===== src/logic/csr_pkg.sv =====
package csr_pkg;

    // ----------------------------------------
    // Data and address types
    // ----------------------------------------

    typedef logic [31:0] csr_data_t;              // One CSR word

    // Implemented CSR addresses
    typedef enum logic [11:0] {
        CSR_MSTATUS  = 12'h300,
        CSR_MISA     = 12'h301,
        CSR_MIE      = 12'h304,
        CSR_MTVEC    = 12'h305,
        CSR_MSCRATCH = 12'h340,
        CSR_MEPC     = 12'h341,
        CSR_MCAUSE   = 12'h342,
        CSR_MIP      = 12'h344,
        CSR_MHARTID  = 12'hF14,                   // Read-only machine info
        CSR_CYCLE    = 12'hC00,                   // User counters, low halves
        CSR_TIME     = 12'hC01,
        CSR_INSTRET  = 12'hC02,
        CSR_CYCLEH   = 12'hC80,                   // Same counters, high halves
        CSR_TIMEH    = 12'hC81,
        CSR_INSTRETH = 12'hC82
    } csr_addr_e;

    // Write mode, same encoding as funct3[1:0] of CSRRW/CSRRS/CSRRC
    typedef enum logic [1:0] {
        CSR_WRITE = 2'b01,
        CSR_SET   = 2'b10,
        CSR_CLEAR = 2'b11
    } csr_op_e;

    // ----------------------------------------
    // Bit positions
    // ----------------------------------------

    localparam int MSTATUS_MIE_BIT  = 3;          // Global machine interrupt enable
    localparam int MSTATUS_MPIE_BIT = 7;          // MIE saved at trap entry
    localparam int MSTATUS_MPP_BIT  = 11;         // LSB of the 2-bit MPP field

    // Shared by mie and mip
    localparam int IRQ_SOFT_BIT  = 3;
    localparam int IRQ_TIMER_BIT = 7;
    localparam int IRQ_EXT_BIT   = 11;

    // Only machine mode is ever entered by a trap
    localparam logic [1:0] MPP_MACHINE = 2'b11;

    // ----------------------------------------
    // Write masks
    // ----------------------------------------

    // MIE and MPIE are the only writable mstatus bits
    localparam csr_data_t MSTATUS_WRITE_MASK =
        (32'h1 << MSTATUS_MIE_BIT) |
        (32'h1 << MSTATUS_MPIE_BIT);

    // Machine soft, timer and external enables
    localparam csr_data_t MIE_WRITE_MASK =
        (32'h1 << IRQ_SOFT_BIT)  |
        (32'h1 << IRQ_TIMER_BIT) |
        (32'h1 << IRQ_EXT_BIT);

    // RV32I base with M and U extensions
    localparam csr_data_t MISA_RV32IMU =
        (32'h1 <<  8) |                           // I - base integer ISA
        (32'h1 << 12) |                           // M - multiply/divide
        (32'h1 << 20) |                           // U - user mode
        (32'h1 << 30);                            // MXL = 1, 32-bit

endpackage


===== src/logic/csr_access.sv =====
`timescale 1ns/100ps

module csr_access
    import csr_pkg::*;
#(
    parameter csr_data_t MISA_VALUE = MISA_RV32IMU,
    parameter csr_data_t HART_ID    = '0
) (
    // Pipeline access
    input  logic        i_access,
    input  logic        i_write_enable,
    input  csr_op_e     i_write_mode,
    input  csr_addr_e   i_address,
    input  csr_data_t   i_write_data,

    // Current register values
    input  csr_data_t   i_mstatus,
    input  csr_data_t   i_mie,
    input  csr_data_t   i_mip,
    input  csr_data_t   i_mtvec,
    input  csr_data_t   i_mscratch,
    input  csr_data_t   i_mepc,
    input  csr_data_t   i_mcause,
    input  logic [63:0] i_cycle,
    input  logic [63:0] i_time,
    input  logic [63:0] i_instret,

    // Read side
    output csr_data_t   o_read_data,
    output logic        o_illegal,

    // Write strobes towards the register bank
    output logic        o_write_mstatus,
    output logic        o_write_mie,
    output logic        o_write_mtvec,
    output logic        o_write_mscratch,
    output logic        o_write_mepc,
    output logic        o_write_mcause,
    output csr_data_t   o_write_value
);

    logic [11:0] address_bits;   // Raw address for range checks
    logic        decoded;        // Address hits an implemented CSR
    logic        read_only;      // Top two bits set means read-only space
    logic        write_ok;       // Legal write this cycle
    csr_data_t   read_value;

    assign address_bits = i_address;
    assign read_only    = (address_bits[11:10] == 2'b11);

    // ----------------------------------------
    // Read multiplexer
    // ----------------------------------------

    always_comb begin
        decoded    = 1'b1;
        read_value = '0;
        case (i_address)
            CSR_MSTATUS  : read_value = i_mstatus;
            CSR_MISA     : read_value = MISA_VALUE;
            CSR_MIE      : read_value = i_mie;
            CSR_MTVEC    : read_value = i_mtvec;
            CSR_MSCRATCH : read_value = i_mscratch;
            CSR_MEPC     : read_value = i_mepc;
            CSR_MCAUSE   : read_value = i_mcause;
            CSR_MIP      : read_value = i_mip;
            CSR_MHARTID  : read_value = HART_ID;
            CSR_CYCLE    : read_value = i_cycle[31:0];
            CSR_CYCLEH   : read_value = i_cycle[63:32];
            CSR_TIME     : read_value = i_time[31:0];
            CSR_TIMEH    : read_value = i_time[63:32];
            CSR_INSTRET  : read_value = i_instret[31:0];
            CSR_INSTRETH : read_value = i_instret[63:32];
            default      : decoded = 1'b0;       // Unknown CSR, reads as zero
        endcase
    end

    assign o_read_data = read_value;             // Old value, before any write

    // Unknown address or a write into the read-only space
    assign o_illegal = i_access & (~decoded | (i_write_enable & read_only));

    // ----------------------------------------
    // Write merge
    // ----------------------------------------

    always_comb begin
        case (i_write_mode)
            CSR_SET   : o_write_value = read_value | i_write_data;
            CSR_CLEAR : o_write_value = read_value & ~i_write_data;
            default   : o_write_value = i_write_data;   // CSR_WRITE
        endcase
    end

    // ----------------------------------------
    // Write strobes
    // ----------------------------------------

    assign write_ok = i_access & i_write_enable & ~o_illegal;

    always_comb begin
        o_write_mstatus  = 1'b0;
        o_write_mie      = 1'b0;
        o_write_mtvec    = 1'b0;
        o_write_mscratch = 1'b0;
        o_write_mepc     = 1'b0;
        o_write_mcause   = 1'b0;
        if (write_ok) begin
            case (i_address)
                CSR_MSTATUS  : o_write_mstatus  = 1'b1;
                CSR_MIE      : o_write_mie      = 1'b1;
                CSR_MTVEC    : o_write_mtvec    = 1'b1;
                CSR_MSCRATCH : o_write_mscratch = 1'b1;
                CSR_MEPC     : o_write_mepc     = 1'b1;
                CSR_MCAUSE   : o_write_mcause   = 1'b1;
                default      : ;                 // misa and mip drop the write
            endcase
        end
    end

endmodule


===== src/logic/csr_counters.sv =====
`timescale 1ns/100ps

module csr_counters (
    input  logic        i_clock,
    input  logic        i_reset,
    input  logic        i_retire,                // One pulse per retired instruction
    input  logic [63:0] i_time,                  // From the external timer
    output logic [63:0] o_cycle,
    output logic [63:0] o_time,
    output logic [63:0] o_instret
);

    logic [63:0] cycle_q;
    logic [63:0] time_q;
    logic [63:0] instret_q;

    // ----------------------------------------
    // Cycle counter
    // ----------------------------------------

    // Zero in the first cycle out of reset, then one more each edge
    always_ff @(posedge i_clock) begin
        if (i_reset)
            cycle_q <= '0;
        else
            cycle_q <= cycle_q + 64'd1;
    end

    // ----------------------------------------
    // Retired instructions
    // ----------------------------------------

    always_ff @(posedge i_clock) begin
        if (i_reset)
            instret_q <= '0;
        else if (i_retire)
            instret_q <= instret_q + 64'd1;
    end

    // ----------------------------------------
    // Time sample
    // ----------------------------------------

    // Both halves come from one sample, so timeh never tears against time
    always_ff @(posedge i_clock) begin
        if (i_reset)
            time_q <= '0;
        else
            time_q <= i_time;                    // One cycle behind the timer
    end

    assign o_cycle   = cycle_q;
    assign o_time    = time_q;
    assign o_instret = instret_q;

endmodule


===== src/logic/csr_machine_regs.sv =====
`timescale 1ns/100ps

module csr_machine_regs
    import csr_pkg::*;
(
    input  logic        i_clock,
    input  logic        i_reset,

    // Write strobes, one-hot
    input  logic        i_write_mstatus,
    input  logic        i_write_mie,
    input  logic        i_write_mtvec,
    input  logic        i_write_mscratch,
    input  logic        i_write_mepc,
    input  logic        i_write_mcause,
    input  csr_data_t   i_write_value,

    // Trap entry and return
    input  logic        i_trap,
    input  logic        i_mret,
    input  csr_data_t   i_trap_pc,
    input  csr_data_t   i_trap_cause,

    input  logic [2:0]  i_irq_pending,           // {ext, timer, soft}

    output csr_data_t   o_mstatus,
    output csr_data_t   o_mie,
    output csr_data_t   o_mip,
    output csr_data_t   o_mtvec,
    output csr_data_t   o_mscratch,
    output csr_data_t   o_mepc,
    output csr_data_t   o_mcause,
    output logic        o_irq_enable,
    output logic        o_irq_request
);

    csr_data_t mstatus_q;                        // Only MIE and MPIE are stored
    csr_data_t mie_q;
    csr_data_t mtvec_q;
    csr_data_t mscratch_q;
    csr_data_t mepc_q;
    csr_data_t mcause_q;

    // ----------------------------------------
    // mstatus
    // ----------------------------------------

    // Trap beats mret, mret beats a CSR write
    always_ff @(posedge i_clock) begin
        if (i_reset)
            mstatus_q <= '0;
        else if (i_trap) begin
            mstatus_q[MSTATUS_MPIE_BIT] <= mstatus_q[MSTATUS_MIE_BIT];
            mstatus_q[MSTATUS_MIE_BIT]  <= 1'b0;  // Interrupts off in handler
        end
        else if (i_mret) begin
            mstatus_q[MSTATUS_MIE_BIT]  <= mstatus_q[MSTATUS_MPIE_BIT];
            mstatus_q[MSTATUS_MPIE_BIT] <= 1'b1;
        end
        else if (i_write_mstatus)
            mstatus_q <= i_write_value & MSTATUS_WRITE_MASK;
    end

    // MPP is hardwired to machine mode
    assign o_mstatus = mstatus_q | (csr_data_t'(MPP_MACHINE) << MSTATUS_MPP_BIT);

    // ----------------------------------------
    // Other machine registers
    // ----------------------------------------

    always_ff @(posedge i_clock) begin
        if (i_reset) begin
            mie_q      <= '0;
            mtvec_q    <= '0;
            mscratch_q <= '0;
            mepc_q     <= '0;
            mcause_q   <= '0;
        end
        else begin
            if (i_write_mie)
                mie_q <= i_write_value & MIE_WRITE_MASK;
            if (i_write_mtvec)
                mtvec_q <= {i_write_value[31:2], 2'b00};   // Direct mode only
            if (i_write_mscratch)
                mscratch_q <= i_write_value;
            if (i_trap) begin
                mepc_q   <= {i_trap_pc[31:2], 2'b00};     // Trap wins over a write
                mcause_q <= i_trap_cause;
            end
            else begin
                if (i_write_mepc)
                    mepc_q <= {i_write_value[31:2], 2'b00};
                if (i_write_mcause)
                    mcause_q <= i_write_value;
            end
        end
    end

    // Pending bits land on the same positions as their enables in mie
    always_comb begin
        o_mip                = '0;
        o_mip[IRQ_SOFT_BIT]  = i_irq_pending[0];
        o_mip[IRQ_TIMER_BIT] = i_irq_pending[1];
        o_mip[IRQ_EXT_BIT]   = i_irq_pending[2];
    end

    assign o_mie        = mie_q;
    assign o_mtvec      = mtvec_q;
    assign o_mscratch   = mscratch_q;
    assign o_mepc       = mepc_q;
    assign o_mcause     = mcause_q;

    assign o_irq_enable  = mstatus_q[MSTATUS_MIE_BIT];
    assign o_irq_request = o_irq_enable & (|(o_mip & mie_q));  // Enabled and pending

endmodule


===== src/logic/csr_unit.sv =====
`timescale 1ns/100ps

module csr_unit
    import csr_pkg::*;
#(
    parameter csr_data_t MISA_VALUE = MISA_RV32IMU,
    parameter csr_data_t HART_ID    = '0
) (
    input  logic        i_clock,
    input  logic        i_reset,

    // CSR instruction access
    input  logic        i_access,
    input  logic        i_write_enable,
    input  csr_op_e     i_write_mode,
    input  csr_addr_e   i_address,
    input  csr_data_t   i_write_data,

    // Trap entry and return
    input  logic        i_trap,
    input  logic        i_mret,
    input  csr_data_t   i_trap_pc,
    input  csr_data_t   i_trap_cause,

    // Status from the rest of the core
    input  logic [2:0]  i_irq_pending,
    input  logic        i_retire,
    input  logic [63:0] i_time,

    output csr_data_t   o_read_data,
    output logic        o_illegal,
    output csr_data_t   o_mepc,                  // Return target for mret
    output csr_data_t   o_mtvec,                 // Trap handler base
    output logic        o_irq_enable,
    output logic        o_irq_request
);

    // Register values back to the decoder
    csr_data_t   mstatus;
    csr_data_t   mie;
    csr_data_t   mip;
    csr_data_t   mscratch;
    csr_data_t   mcause;
    logic [63:0] cycle;
    logic [63:0] time_value;
    logic [63:0] instret;

    // Decoder to register bank
    logic        write_mstatus;
    logic        write_mie;
    logic        write_mtvec;
    logic        write_mscratch;
    logic        write_mepc;
    logic        write_mcause;
    csr_data_t   write_value;

    // ----------------------------------------
    // Access decoder
    // ----------------------------------------

    csr_access #(
        .MISA_VALUE (MISA_VALUE),
        .HART_ID    (HART_ID)
    ) access (
        .i_access         (i_access),
        .i_write_enable   (i_write_enable),
        .i_write_mode     (i_write_mode),
        .i_address        (i_address),
        .i_write_data     (i_write_data),
        .i_mstatus        (mstatus),
        .i_mie            (mie),
        .i_mip            (mip),
        .i_mtvec          (o_mtvec),
        .i_mscratch       (mscratch),
        .i_mepc           (o_mepc),
        .i_mcause         (mcause),
        .i_cycle          (cycle),
        .i_time           (time_value),
        .i_instret        (instret),
        .o_read_data      (o_read_data),
        .o_illegal        (o_illegal),
        .o_write_mstatus  (write_mstatus),
        .o_write_mie      (write_mie),
        .o_write_mtvec    (write_mtvec),
        .o_write_mscratch (write_mscratch),
        .o_write_mepc     (write_mepc),
        .o_write_mcause   (write_mcause),
        .o_write_value    (write_value)
    );

    // ----------------------------------------
    // Machine trap registers
    // ----------------------------------------

    csr_machine_regs regs (
        .i_clock          (i_clock),
        .i_reset          (i_reset),
        .i_write_mstatus  (write_mstatus),
        .i_write_mie      (write_mie),
        .i_write_mtvec    (write_mtvec),
        .i_write_mscratch (write_mscratch),
        .i_write_mepc     (write_mepc),
        .i_write_mcause   (write_mcause),
        .i_write_value    (write_value),
        .i_trap           (i_trap),
        .i_mret           (i_mret),
        .i_trap_pc        (i_trap_pc),
        .i_trap_cause     (i_trap_cause),
        .i_irq_pending    (i_irq_pending),
        .o_mstatus        (mstatus),
        .o_mie            (mie),
        .o_mip            (mip),
        .o_mtvec          (o_mtvec),
        .o_mscratch       (mscratch),
        .o_mepc           (o_mepc),
        .o_mcause         (mcause),
        .o_irq_enable     (o_irq_enable),
        .o_irq_request    (o_irq_request)
    );

    // ----------------------------------------
    // Counters
    // ----------------------------------------

    csr_counters counters (
        .i_clock   (i_clock),
        .i_reset   (i_reset),
        .i_retire  (i_retire),
        .i_time    (i_time),
        .o_cycle   (cycle),
        .o_time    (time_value),
        .o_instret (instret)
    );

endmodule


===== config.mk =====
export PLATFORM = sky130hd
export DESIGN_NAME = csr_unit
export DESIGN_NICKNAME = d
export VERILOG_FILES = /design/src/logic/csr_pkg.sv /design/src/logic/csr_access.sv /design/src/logic/csr_counters.sv /design/src/logic/csr_machine_regs.sv /design/src/logic/csr_unit.sv
export SDC_FILE = /design/constraint.sdc
export NUM_CORES = 1
export LEC_CHECK = 0
export BUFFER_PORTS_ARGS = -buffer_cell sky130_fd_sc_hd__buf_2
export CORE_MARGIN = 5
export CORE_UTILIZATION = 34
export DETAILED_ROUTE_END_ITERATION = 7
export PLACE_DENSITY = 0.6
export SLEW_MARGIN = 20
export SYNTH_ARGS = -nofsm -noshare
export SYNTH_HDL_FRONTEND = slang
export SYNTH_SLANG_ARGS = --single-unit
export TNS_END_PERCENT = 20

===== constraint.sdc =====
create_clock -name i_clock -period 3.2 [get_ports i_clock]
set_clock_uncertainty 0.1 [all_clocks]
set_input_delay 0.64 -clock i_clock [delete_from_list [all_inputs] [get_ports i_clock]]
set_output_delay 0.64 -clock i_clock [all_outputs]
set_load 0.03 [all_outputs]

==> metrics.md, run 1 <==
| Metric | Value |
|---|---|
| # setup viols final | 13 |
| # diodes | 0 |
| #FFs+latches synth | 321 |
| Minimum hold slack | approximately 0.20 ns |
| Design Area, Final | 22,300 um^2 |
| Area contributors post-synth | dfxtp_1, a22oi_1, o21ai_0 |
| Final hold violation count | 0 |
| Global Route Usage Sum | 28.0% |
| Post-synth top flop | dfxtp_1 |
| Crit path cell chain | buf_4 -> buf_6 -> nor4b_4 -> buf_4 -> a222oi_1 -> buf_4 -> a2bb2oi_1 -> o21ai_1 -> or2_2 -> buf_2 |
| First-pass GRT wire length | 112 mm |
| Max Fclk | 307 MHz |
| Post-synth EDFFs | 0 |
| Worst slew margin | 33.3% |
| # port buffers | roughly 280 |
| Synthesized area per cell | 8.69 um^2 |
| Layout cell share with drive strength beyond 1 | 32.3% |
| Worst-Skew Late Latency | 0.56 ns |
| Crit share post-route | 102% |
| DR vias | 17,700 |
| Area after DPL | 20,300 um^2 |
| Vias/cell | 5.87 |
| Cts bufs inserted | 37 |
| CP Max Fanout | 8 |
| Critical Path Most Common Cell | buf_4 |
| Synth Area in XOR/XNOR | under 10% |
| Post-synth top area cell | dfxtp_1 |
| DR pass1 iterations | 8 |
| Final-stage net count | 2,569 |
| Crit-path leading delay family | buffers and inverters |
| Root Buffer | clkbuf_16 |
| DR DRC count | 0 |
| DIE HEIGHT | 229 um |
| Least-Margin Pin Slew | 0.997 ns |
| # fillers | 4,680 |
| Count leader, synth | dfxtp_1 |
| Crit path DAT | 2.52 ns |
| Vias in the first global route | around 17,000 |
| Synth Area in Compound Gates | roughly 22% |
| Synth Cell Area | 16,300 um^2 |
| CORE AREA | about 48,000 um^2 |
| CTS Buffer Depth | 3 |
| Worst path max stage delay | 0.35 ns |
| Number of core rows | 80 |
| Overflow after GRT | 0 |
| Slowest cell on crit path | a222oi_1 |
| Yosys top cell area share | 39.4% |
| Detailed Place HPWL | 60.5 mm |
| TritonCTS clock tree | done |
| First DRT Iteration DRCs | 1,985 |
| Final period demand of the worst path | 3.26 ns |
| Post-Synth Simple-Gate Area | 25.5% |
| Clk sinks | ~320 |
| Die width | 229 um |
| Fin. max-slew vios | 0 |
| DR WL/cell | ~26 um |
| Crit Path Class | in2out |
| Antenna violations before repair | 5 |
| Setup crit end kind | output port |
| Synth Area in Adders | less than 1% |
| H-tree Lvls | 2 |
| Count of cell types in the netlist | 100 |
| Pin count of the biggest net entering global routing | 84 |
| Number of primary I/O pins | between 200 and 300 |
| Status | finished, violations left |
| Hold Path Class | in2reg |
| Reg clk slew, reported paths | approximately 0.05 ns |
| Largest family of logic cells by synthesized area | simple AND/OR/NAND/NOR gates |
| Worst path buffer plus inverter count | 5 |
| Peak supply drop | between 0.0002 and 0.0003 V |
| LEAKAGE | 9.00 nW |
| Async set-reset flop share out of synthesis | 0% |
| Area Overhead vs Synth | 36.3% |
| Violated checks | setup timing |
| Final worst slack | -0.0552 ns |
| Mux cell area share after synthesis | 3.67% |
| CP Launch Type | input port |
| Req. time, crit path | roughly 2.5 ns |
| Leading cell types by count after synthesis | dfxtp_1, nor2_1, o21ai_0, nand2_1, a22oi_1 |
| Global placement routability congestion | around 1.0 |
| Unrepaired setup endpoints after global routing | yes |
| Seq/Total Area, Yosys | 39.4% |
| Yosys warning count | 0 |
| Max-cap violation count | 0 |
| Antenna viol nets, final | 0 |
| Final WL | 77.1 mm |
| Die Area | approximately 53,000 um^2 |
| Initial Util | 34.3% |
| Cells after synthesis | ~1,900 |
| Power Density | 420 nW/um^2 |
-- sequential cells by signal (all words and copies together), names as in the netlist --
register / flops
regs.mstatus_q: 2
regs.o_mtvec: 30
regs.o_mepc: 30
counters.o_time: 64
regs.o_mcause: 32
counters.o_instret: 64
counters.o_cycle: 64
regs.o_mscratch: 32
regs.o_mie: 3
-- stage by stage --
step                      setup TNS [ns]  utilization, %  worst slack, ns  total power, W  instances
final                             -0.397            46.7          -0.0552         0.00934       3017
after global routing               -1.05            46.7          -0.0986         0.00961       3017
after CTS                         -0.379            45.8          -0.0403         0.00935       3000
after detailed placement           -4.66            42.7           -0.231         0.00515       2933
after global placement             -3.80            42.7           -0.222         0.00514       2933
after floorplan                        0               -           0.0132         0.00465       1882
-- cell usage in the layout (no fill, tap or decap), types with 30 or more instances in the layout --
| cell | count |
|---|---|
| dfxtp_1 | 321 |
| buf_4 | 290 |
| buf_2 | 244 |
| nor2_1 | 153 |
| nand2_1 | 118 |
| o21ai_0 | 117 |
| nor2b_1 | 87 |
| a22oi_1 | 85 |
| nand3_1 | 79 |
| a21oi_1 | 77 |
| xor2_1 | 68 |
| nand4_1 | 51 |
| mux2i_1 | 43 |
| or3_1 | 43 |
| clkbuf_16 | 39 |
| buf_6 | 39 |
| a22o_1 | 35 |
| and3_1 | 30 |
-- layer usage --
layer / vias up / part of all wire, % / GRT usage, %
li1: 8015 / - / -
met1: 8613 / 42 / 37.9
met2: 894 / 44 / 43.7
met3: 177 / 8.9 / 5.96
met4: 4 / 5.0 / 11.3
met5: - / 0.018 / 0
-- where the power goes --
part	switching (W)	leakage, nW	total [W]	internal, W
combinational	0.000559	5.81	0.000947	0.000388
sequential	0.0000855	2.62	0.00418	0.00409
clock	0.00173	0.578	0.00421	0.00249
total	0.00237	9.00	0.00934	0.00697
-- worst register-to-register path, cell delays in order, from the launching register on --
cell     delay (ns)
dfxtp_1        0.53
and4_1         0.34
and4_1         0.43
nor4b_4        0.38
nand3_2        0.31
or4_1          0.49
a21oi_1        0.15
-- what timing repair did --
item / in CTS / in global routing
gates resized for setup: 68 / 79
setup endpoints to repair: 33 / 33
hold buffers: 0 / 0
endpoints found under the hold margin: 0 / 0
pin swaps: 16 / 27
setup buffers: 10 / 18
-- final timing paths --
| kind | startpoint | cells after the start | to | slack [ns] |
|---|---|---|---|---|
| worst max-delay path | i_address[1] | 10 | o_read_data[28] | -0.06 |
| worst min-delay path | i_time[14] | 2 | counters.o_time[14]$_SDFF_PP0_ | 0.20 |
| worst max register to register | counters.o_cycle[5]$_SDFF_PP0_ | 6 | counters.o_cycle[63]$_SDFF_PP0_ | 0.40 |
| worst min register to register | regs.o_mscratch[20]$_SDFFE_PP0P_ | 2 | regs.o_mscratch[20]$_SDFFE_PP0P_ | 0.36 |
-- final cells by class --
type                    count  area, um^2  share of cell area [%]
multi-input cells        1397        9520                    42.8
clock buffers              53        1120                    5.02
flip-flops and latches    321        6430                    28.9
well taps                 615         769                    3.46
repair buffers            597        4260                    19.1
inverters                  29         109                   0.489
clock inverters             5        56.3                   0.253
-- cells by family (layout without fill, tap and decap cells) --
kind of cell,after synthesis,after routing
AOI/OAI and AO/OA,522,522
xor gates and xnor gates,86,86
adders and majority gates,2,2
buffers and inverters,164,684
DFF,321,321
muxes,58,58
other,1,4
and+or+nand+nor,725,725
Note: power is estimated with default switching activity, not from simulation.
==> run 2: changes to the inputs <==
- CORE_UTILIZATION: 34 -> 25
- CTS_BUF_LIST: unset -> sky130_fd_sc_hd__clkbuf_2 sky130_fd_sc_hd__clkbuf_4 sky130_fd_sc_hd__clkbuf_8
- PLACE_DENSITY: 0.6 -> 0.49
==> metrics.md, run 2 (synthesis gave the netlist of run 1 again) <==
| Metric | Value |
|---|---|
| Reg2reg path depth | 7 (+1) |
| Worst-Skew Late Latency | 0.69 ns (+0.13 ns) |
| Violated checks | setup timing |
| Overflow after GRT | 0 (unchanged) |
| Crit share post-route | 102% (+0.29 points) |
| Final period demand of the worst path | 3.26 ns (+0.00919 ns) |
| Die Area | 70,500 um^2 (+34%) |
| Vias in the first global route | 17,400 (+1.9%) |
| Hold Buf Count CTS | 0 (unchanged) |
| Antenna viol nets, final | 0 (unchanged) |
| Setup crit end kind | output port |
| Crit Path Class | in2out |
| Final WL | 84.2 mm (+9.3%) |
| # fillers | 6,835 (+46%) |
| Worst R2R Start | counters.o_cycle[2]$_SDFF_PP0_ |
| Worst path max stage delay | 0.54 ns (+0.19 ns) |
| Status | finished, violations left |
| DR pass1 iterations | 8 (unchanged) |
| # setup viols final | 13 (unchanged) |
| Die width | 266 um (+16%) |
| Crit path cell chain | buf_6 -> buf_6 -> nor4_4 -> buf_6 -> buf_12 -> buf_8 -> a222oi_1 -> o211ai_1 -> buf_4 |
| DR WL/cell | 25.4 um (-0.48%) |
| Area after DPL | 20,800 um^2 (+2.2%) |
| H-tree Lvls | 2 (unchanged) |
| Worst slew margin | 26.5% (-6.8 points) |
| DR vias | 17,600 (-0.63%) |
| Global Route Usage Sum | 22.7% (-5.4 points) |
| Final-stage net count | 2,598 (+1.1%) |
| CORE AREA | 64,600 um^2 (+36%) |
| Most common cell after layout, fill and taps aside | dfxtp_1 |
| Critical path endpoint | o_read_data[6] |
| Worst Setup SP | i_address[1] |
| # port buffers | 276 (unchanged) |
| Final Power | 0.00964 W (+3.2%) |
| Number of primary I/O pins | 283 (unchanged) |
| Final worst slack | -0.0644 ns (-0.00919 ns) |
| TritonCTS clock tree | done |
| Max Fclk | 306 MHz (-0.28%) |
| Final hold violation count | 0 (unchanged) |
| Layout cell share with drive strength beyond 1 | 34.7% (+2.4 points) |
| DR DRC count | 0 (unchanged) |
| Initial Util | 25.3% (-9.0 points) |
| CTS Buffer Depth | 3 (unchanged) |
| Global placement routability congestion | 0.974 (-2.3%) |
| Critical Path Most Common Cell | buf_6 |
| Cts bufs inserted | 59 (+59%) |
| Fin. max-slew vios | 0 (unchanged) |
| Area Overhead vs Synth | 41.3% |
| Worst r2r dst | counters.o_cycle[57]$_SDFF_PP0_ |
| Vias/cell | 5.31 (-9.5%) |
| Design Area, Final | 23,100 um^2 (+3.6%) |
| Pin count of the biggest net entering global routing | 100 (+19%) |
| Max-cap violation count | 0 (unchanged) |
| Peak supply drop | 0.000263 V (-4.9%) |
| Detailed Place HPWL | 66.9 mm (+11%) |
| Number of core rows | 93 (+16%) |
| Minimum hold slack | 0.0751 ns (-0.121 ns) |
| Unrepaired setup endpoints after global routing | yes |
| DIE HEIGHT | 266 um (+16%) |
| Least-Margin Pin Slew | 1.10 ns (+0.106 ns) |
| LEAKAGE | 9.24 nW (+2.7%) |
| Crit path DAT | 2.52 ns (about the same) |
| Hold Path Class | in2reg |
| CP Max Fanout | 9 (+1) |
| Power Density | 418 nW/um^2 (-0.40%) |
| First-pass GRT wire length | 120 mm (+7.3%) |
| Clk sinks | 321 (unchanged) |
| Reg clk slew, reported paths | 0.06 ns (about the same) |
| CP Launch Type | input port |
| Root Buffer | clkbuf_8 |
| First DRT Iteration DRCs | 1,815 (-8.6%) |
| Req. time, crit path | 2.46 ns (about the same) |
| Most frequent cells in the layout | dfxtp_1, buf_4, buf_2, nor2_1, o21ai_0 |
| Slowest cell on crit path | a222oi_1 |
| Antenna violations before repair | 4 (-1) |
| Post-layout util | 35.7% (-11 points) |
| Worst reg2reg setup slack | 0.27 ns (-0.13 ns) |
## run 2: cell count changes in the layout (fill, tap and decap cells not counted), moves of 4 or more
cell	delta
clkbuf_8	+77
clkbuf_16	-39
buf_12	+10
buf_2	-10
clkbuf_4	+10
a21oi_1	-5
clkbuf_1	-5
buf_4	+4
buf_6	+4
dfxtp_1	-4
nor3_1	-4
## run 2: where the power goes
part | total, W | switching [W] | internal [W] | leakage [nW]
clock network | 0.00447 | 0.00191 | 0.00256 | 0.707
registers | 0.00420 | 0.000107 | 0.00409 | 2.62
logic | 0.000966 | 0.000569 | 0.000397 | 5.92
total | 0.00964 | 0.00259 | 0.00705 | 9.24
## run 2: what timing repair did
action                                  CTS  global route
buffers inserted                          6            19
pin swaps                                21            27
endpoints found under the setup margin   33            33
gates resized for setup                  95           106
## run 2: through the flow
stage               TNS, ns  worst slack (ns)  cells
floorplan                 0            0.0132   1882
global placement     -12.29            -0.544   3183
detailed placement   -13.34            -0.563   3183
CTS                   -1.16            -0.124   3294
global route         -0.541           -0.0763   3312
finish               -0.319           -0.0644   3312
## run 2: how the worst min path moves through the flow
stage                                startpoint                               end  slack [ns]  cells past startpoint
2_1_floorplan   regs.o_mscratch[8]$_SDFFE_PP0P_   regs.o_mscratch[8]$_SDFFE_PP0P_        0.32                      2
3_3_place_gp    regs.o_mscratch[7]$_SDFFE_PP0P_   regs.o_mscratch[7]$_SDFFE_PP0P_        0.33                      2
3_5_place_dp   regs.o_mscratch[20]$_SDFFE_PP0P_  regs.o_mscratch[20]$_SDFFE_PP0P_        0.34                      2
4_1_cts                              i_time[45]    counters.o_time[45]$_SDFF_PP0_        0.04                      2
5_1_grt                              i_time[21]    counters.o_time[21]$_SDFF_PP0_        0.04                      2
6_report                             i_time[14]    counters.o_time[14]$_SDFF_PP0_        0.08                      2
## run 2: critical path, delay by kind of cell
| family | cells | cell delay, ns |
|---|---|---|
| AOI/OAI and AO/OA | 2 | 0.88 |
| and+or+nand+nor | 1 | 0.05 |
| buffers and inverters | 6 | 0.95 |
## run 2: metal layers
| layer | wire (um) | up-vias | track usage [%] |
|---|---|---|---|
| met5 | 13 | - | 0 |
| met4 | 2440 | 2 | 5.83 |
| met3 | 6470 | 127 | 4.75 |
| met2 | 38200 | 746 | 36.3 |
| met1 | 37200 | 8657 | 31.3 |
| li1 | - | 8059 | - |
## run 2: layout make-up
class | instances | area (um^2) | area share [%]
Antenna cell | 1 | 2.50 | 0.0108
Inverter | 29 | 109 | 0.472
Multi-Input combinational cell | 1397 | 9650 | 41.8
Tap cell | 855 | 1070 | 4.64
Timing Repair Buffer | 604 | 4470 | 19.4
Sequential cell | 321 | 6430 | 27.9
Clock inverter | 8 | 71.3 | 0.309
Clock buffer | 97 | 1270 | 5.49
==> run 3: changes to the inputs <==
- clock period: 3.2 -> 3.5 ns (I/O delays scaled with it)
==> metrics.md, run 3 (synthesis gave the netlist of run 1 again) <==
| Metric | Value |
|---|---|
| CTS Buffer Depth | 3 (unchanged) |
| Crit Path Class | in2out |
| # port buffers | 276 (unchanged) |
| First DRT Iteration DRCs | 2,094 (+15%) |
| Hold Buf Count CTS | 0 (unchanged) |
| Antenna violations before repair | 7 (+3) |
| DIE HEIGHT | 266 um (unchanged) |
| Final-stage net count | 2,508 (-3.5%) |
| Crit-path leading delay family | simple AND/OR/NAND/NOR gates |
| Peak supply drop | 0.000226 V (-14%) |
| CORE AREA | 64,600 um^2 (unchanged) |
| Reg clk slew, reported paths | 0.06 ns (about the same) |
| TritonCTS clock tree | done |
| Worst path max stage delay | 0.64 ns (+0.10 ns) |
| Detailed Place HPWL | 65.6 mm (-2.0%) |
| Global placement routability congestion | 0.975 (+0.20%) |
| Crit share post-route | 101% |
| Number of core rows | 93 (unchanged) |
| Max-cap violation count | 0 (unchanged) |
| Least-Margin Pin Slew | 0.984 ns (-0.119 ns) |
| Cts bufs inserted | 60 (+1.7%) |
| Most frequent cells in the layout | dfxtp_1, buf_2, buf_4, nor2_1, o21ai_0 |
| Final worst slack | -0.0504 ns (+0.0140 ns) |
| Number of primary I/O pins | 283 (unchanged) |
| Slowest cell on crit path | or4b_4 |
| Crit path DAT | 2.75 ns (+0.23 ns) |
| Layout cell share with drive strength beyond 1 | 30.4% (-4.3 points) |
| DR vias | 17,600 (-0.091%) |
| Worst R2R Start | counters.o_cycle[2]$_SDFF_PP0_ |
| CP Launch Type | input port |
| Clk sinks | 321 (unchanged) |
| LEAKAGE | 8.60 nW (-7.0%) |
| First-pass GRT wire length | 118 mm (-1.9%) |
| DR DRC count | 0 (unchanged) |
| Vias/cell | 5.45 (+2.7%) |
| # setup viols final | 5 (-8) |
| CP Max Fanout | 9 (unchanged) |
| Most common cell after layout, fill and taps aside | dfxtp_1 |
| Crit path cell chain | clkbuf_4 -> or4b_4 -> nor4_4 -> buf_4 -> a22oi_1 -> o21ai_0 -> or3_1 -> buf_2 |
| Hold Path Class | in2reg |
| Worst path buffer plus inverter count | 3 (-3) |
| Vias in the first global route | 16,900 (-2.7%) |
| Die width | 266 um (unchanged) |
| Final WL | 83.1 mm (-1.4%) |
| DR WL/cell | 25.8 um (+1.4%) |
| Minimum hold slack | 0.137 ns (+0.0619 ns) |
| Worst slew margin | 34.2% (+7.8 points) |
| Setup crit end kind | output port |
| Final hold violation count | 0 (unchanged) |
| Global Route Usage Sum | 22.2% (-0.46 points) |
| Antenna viol nets, final | 0 (unchanged) |
| Final period demand of the worst path | around 3.6 ns |
| Overflow after GRT | 0 (unchanged) |
| Area Overhead vs Synth | 32.6% |
| Fin Setup TNS | -0.163 ns (+0.155 ns) |
| Worst Setup SP | i_address[2] |
| Pin count of the biggest net entering global routing | 83 (-17%) |
| H-tree Lvls | 2 (unchanged) |
| Initial Util | 25.3% (unchanged) |
| Violated checks | setup timing |
| DR pass1 iterations | 6 (-2) |
| Worst-Skew Late Latency | 0.67 ns (-0.02 ns) |
| Die Area | 70,500 um^2 (unchanged) |
| Max Fclk | 282 MHz |
| Root Buffer | clkbuf_8 |
| Power Density | 404 nW/um^2 (-3.4%) |
| Req. time, crit path | 2.70 ns (+0.24 ns) |
| Hold_sp | i_time[27] |
| Unrepaired setup endpoints after global routing | yes |
| Fin. max-slew vios | 0 (unchanged) |
| Status | finished, violations left |
-- run 3: cell types whose count changed in the layout (fill, tap and decap cells not counted), moves of 7 or more --
| cell | delta |
|---|---|
| clkbuf_8 | -11 |
| clkbuf_4 | +9 |
| buf_2 | +30 |
| buf_6 | -37 |
| nor3_1 | +7 |
| buf_4 | -67 |
| buf_12 | -15 |
-- run 3: area by class of cell --
type                       instances  area (um^2)
antenna                            2         5.00
clock buffer                      93         1170
clock inverter                    12          175
fill                            6771        42900
inverter                          29          109
multi-input combinational       1397         9340
sequential                       321         6430
tap                              855         1070
timing repair buffer             513         3350
-- run 3: path summary, 6_finish.rpt --
check,cells after the start,slack [ns],end
max,8,-0.05,o_read_data[26]
min,2,0.14,counters.o_time[27]$_SDFF_PP0_
max reg2reg,6,0.57,counters.o_cycle[63]$_SDFF_PP0_
min reg2reg,2,0.36,regs.o_mscratch[7]$_SDFFE_PP0P_
-- run 3: metrics by stage --
stage	total power (W)	utilization, %	area, um^2	setup slack [ns]	instances
finish	0.00874	33.5	21600	-0.0504	3222
global route	0.00903	33.5	21600	-0.0747	3220
CTS	0.00879	33.3	21500	-0.0338	3218
detailed placement	0.00470	31.1	20100	-0.252	3109
global placement	0.00469	31.1	20100	-0.274	3109
floorplan	0.00425	-	16300	0.193	1882
-- run 3: routing by layer --
layer	GRT usage [%]	up-vias	part of all wire [%]
met5	0	-	0.051
met4	6.39	6	3.0
met3	4.56	146	9.1
met2	35.2	934	45
met1	30.7	8590	43
li1	-	7899	-
-- run 3: power by group --
part / internal [W] / leakage (nW) / total, W / switching, W
sequential: 0.00374 / 2.62 / 0.00384 / 0.0000977
combinational: 0.000305 / 5.27 / 0.000802 / 0.000497
clock: 0.00241 / 0.713 / 0.00410 / 0.00169
total: 0.00646 / 8.60 / 0.00874 / 0.00229
-- run 3: repair_timing --
action	4_1_cts	5_1_grt
gates resized for setup	17	27
buffers inserted	4	2
pin swaps	6	5
setup endpoints to repair	29	26
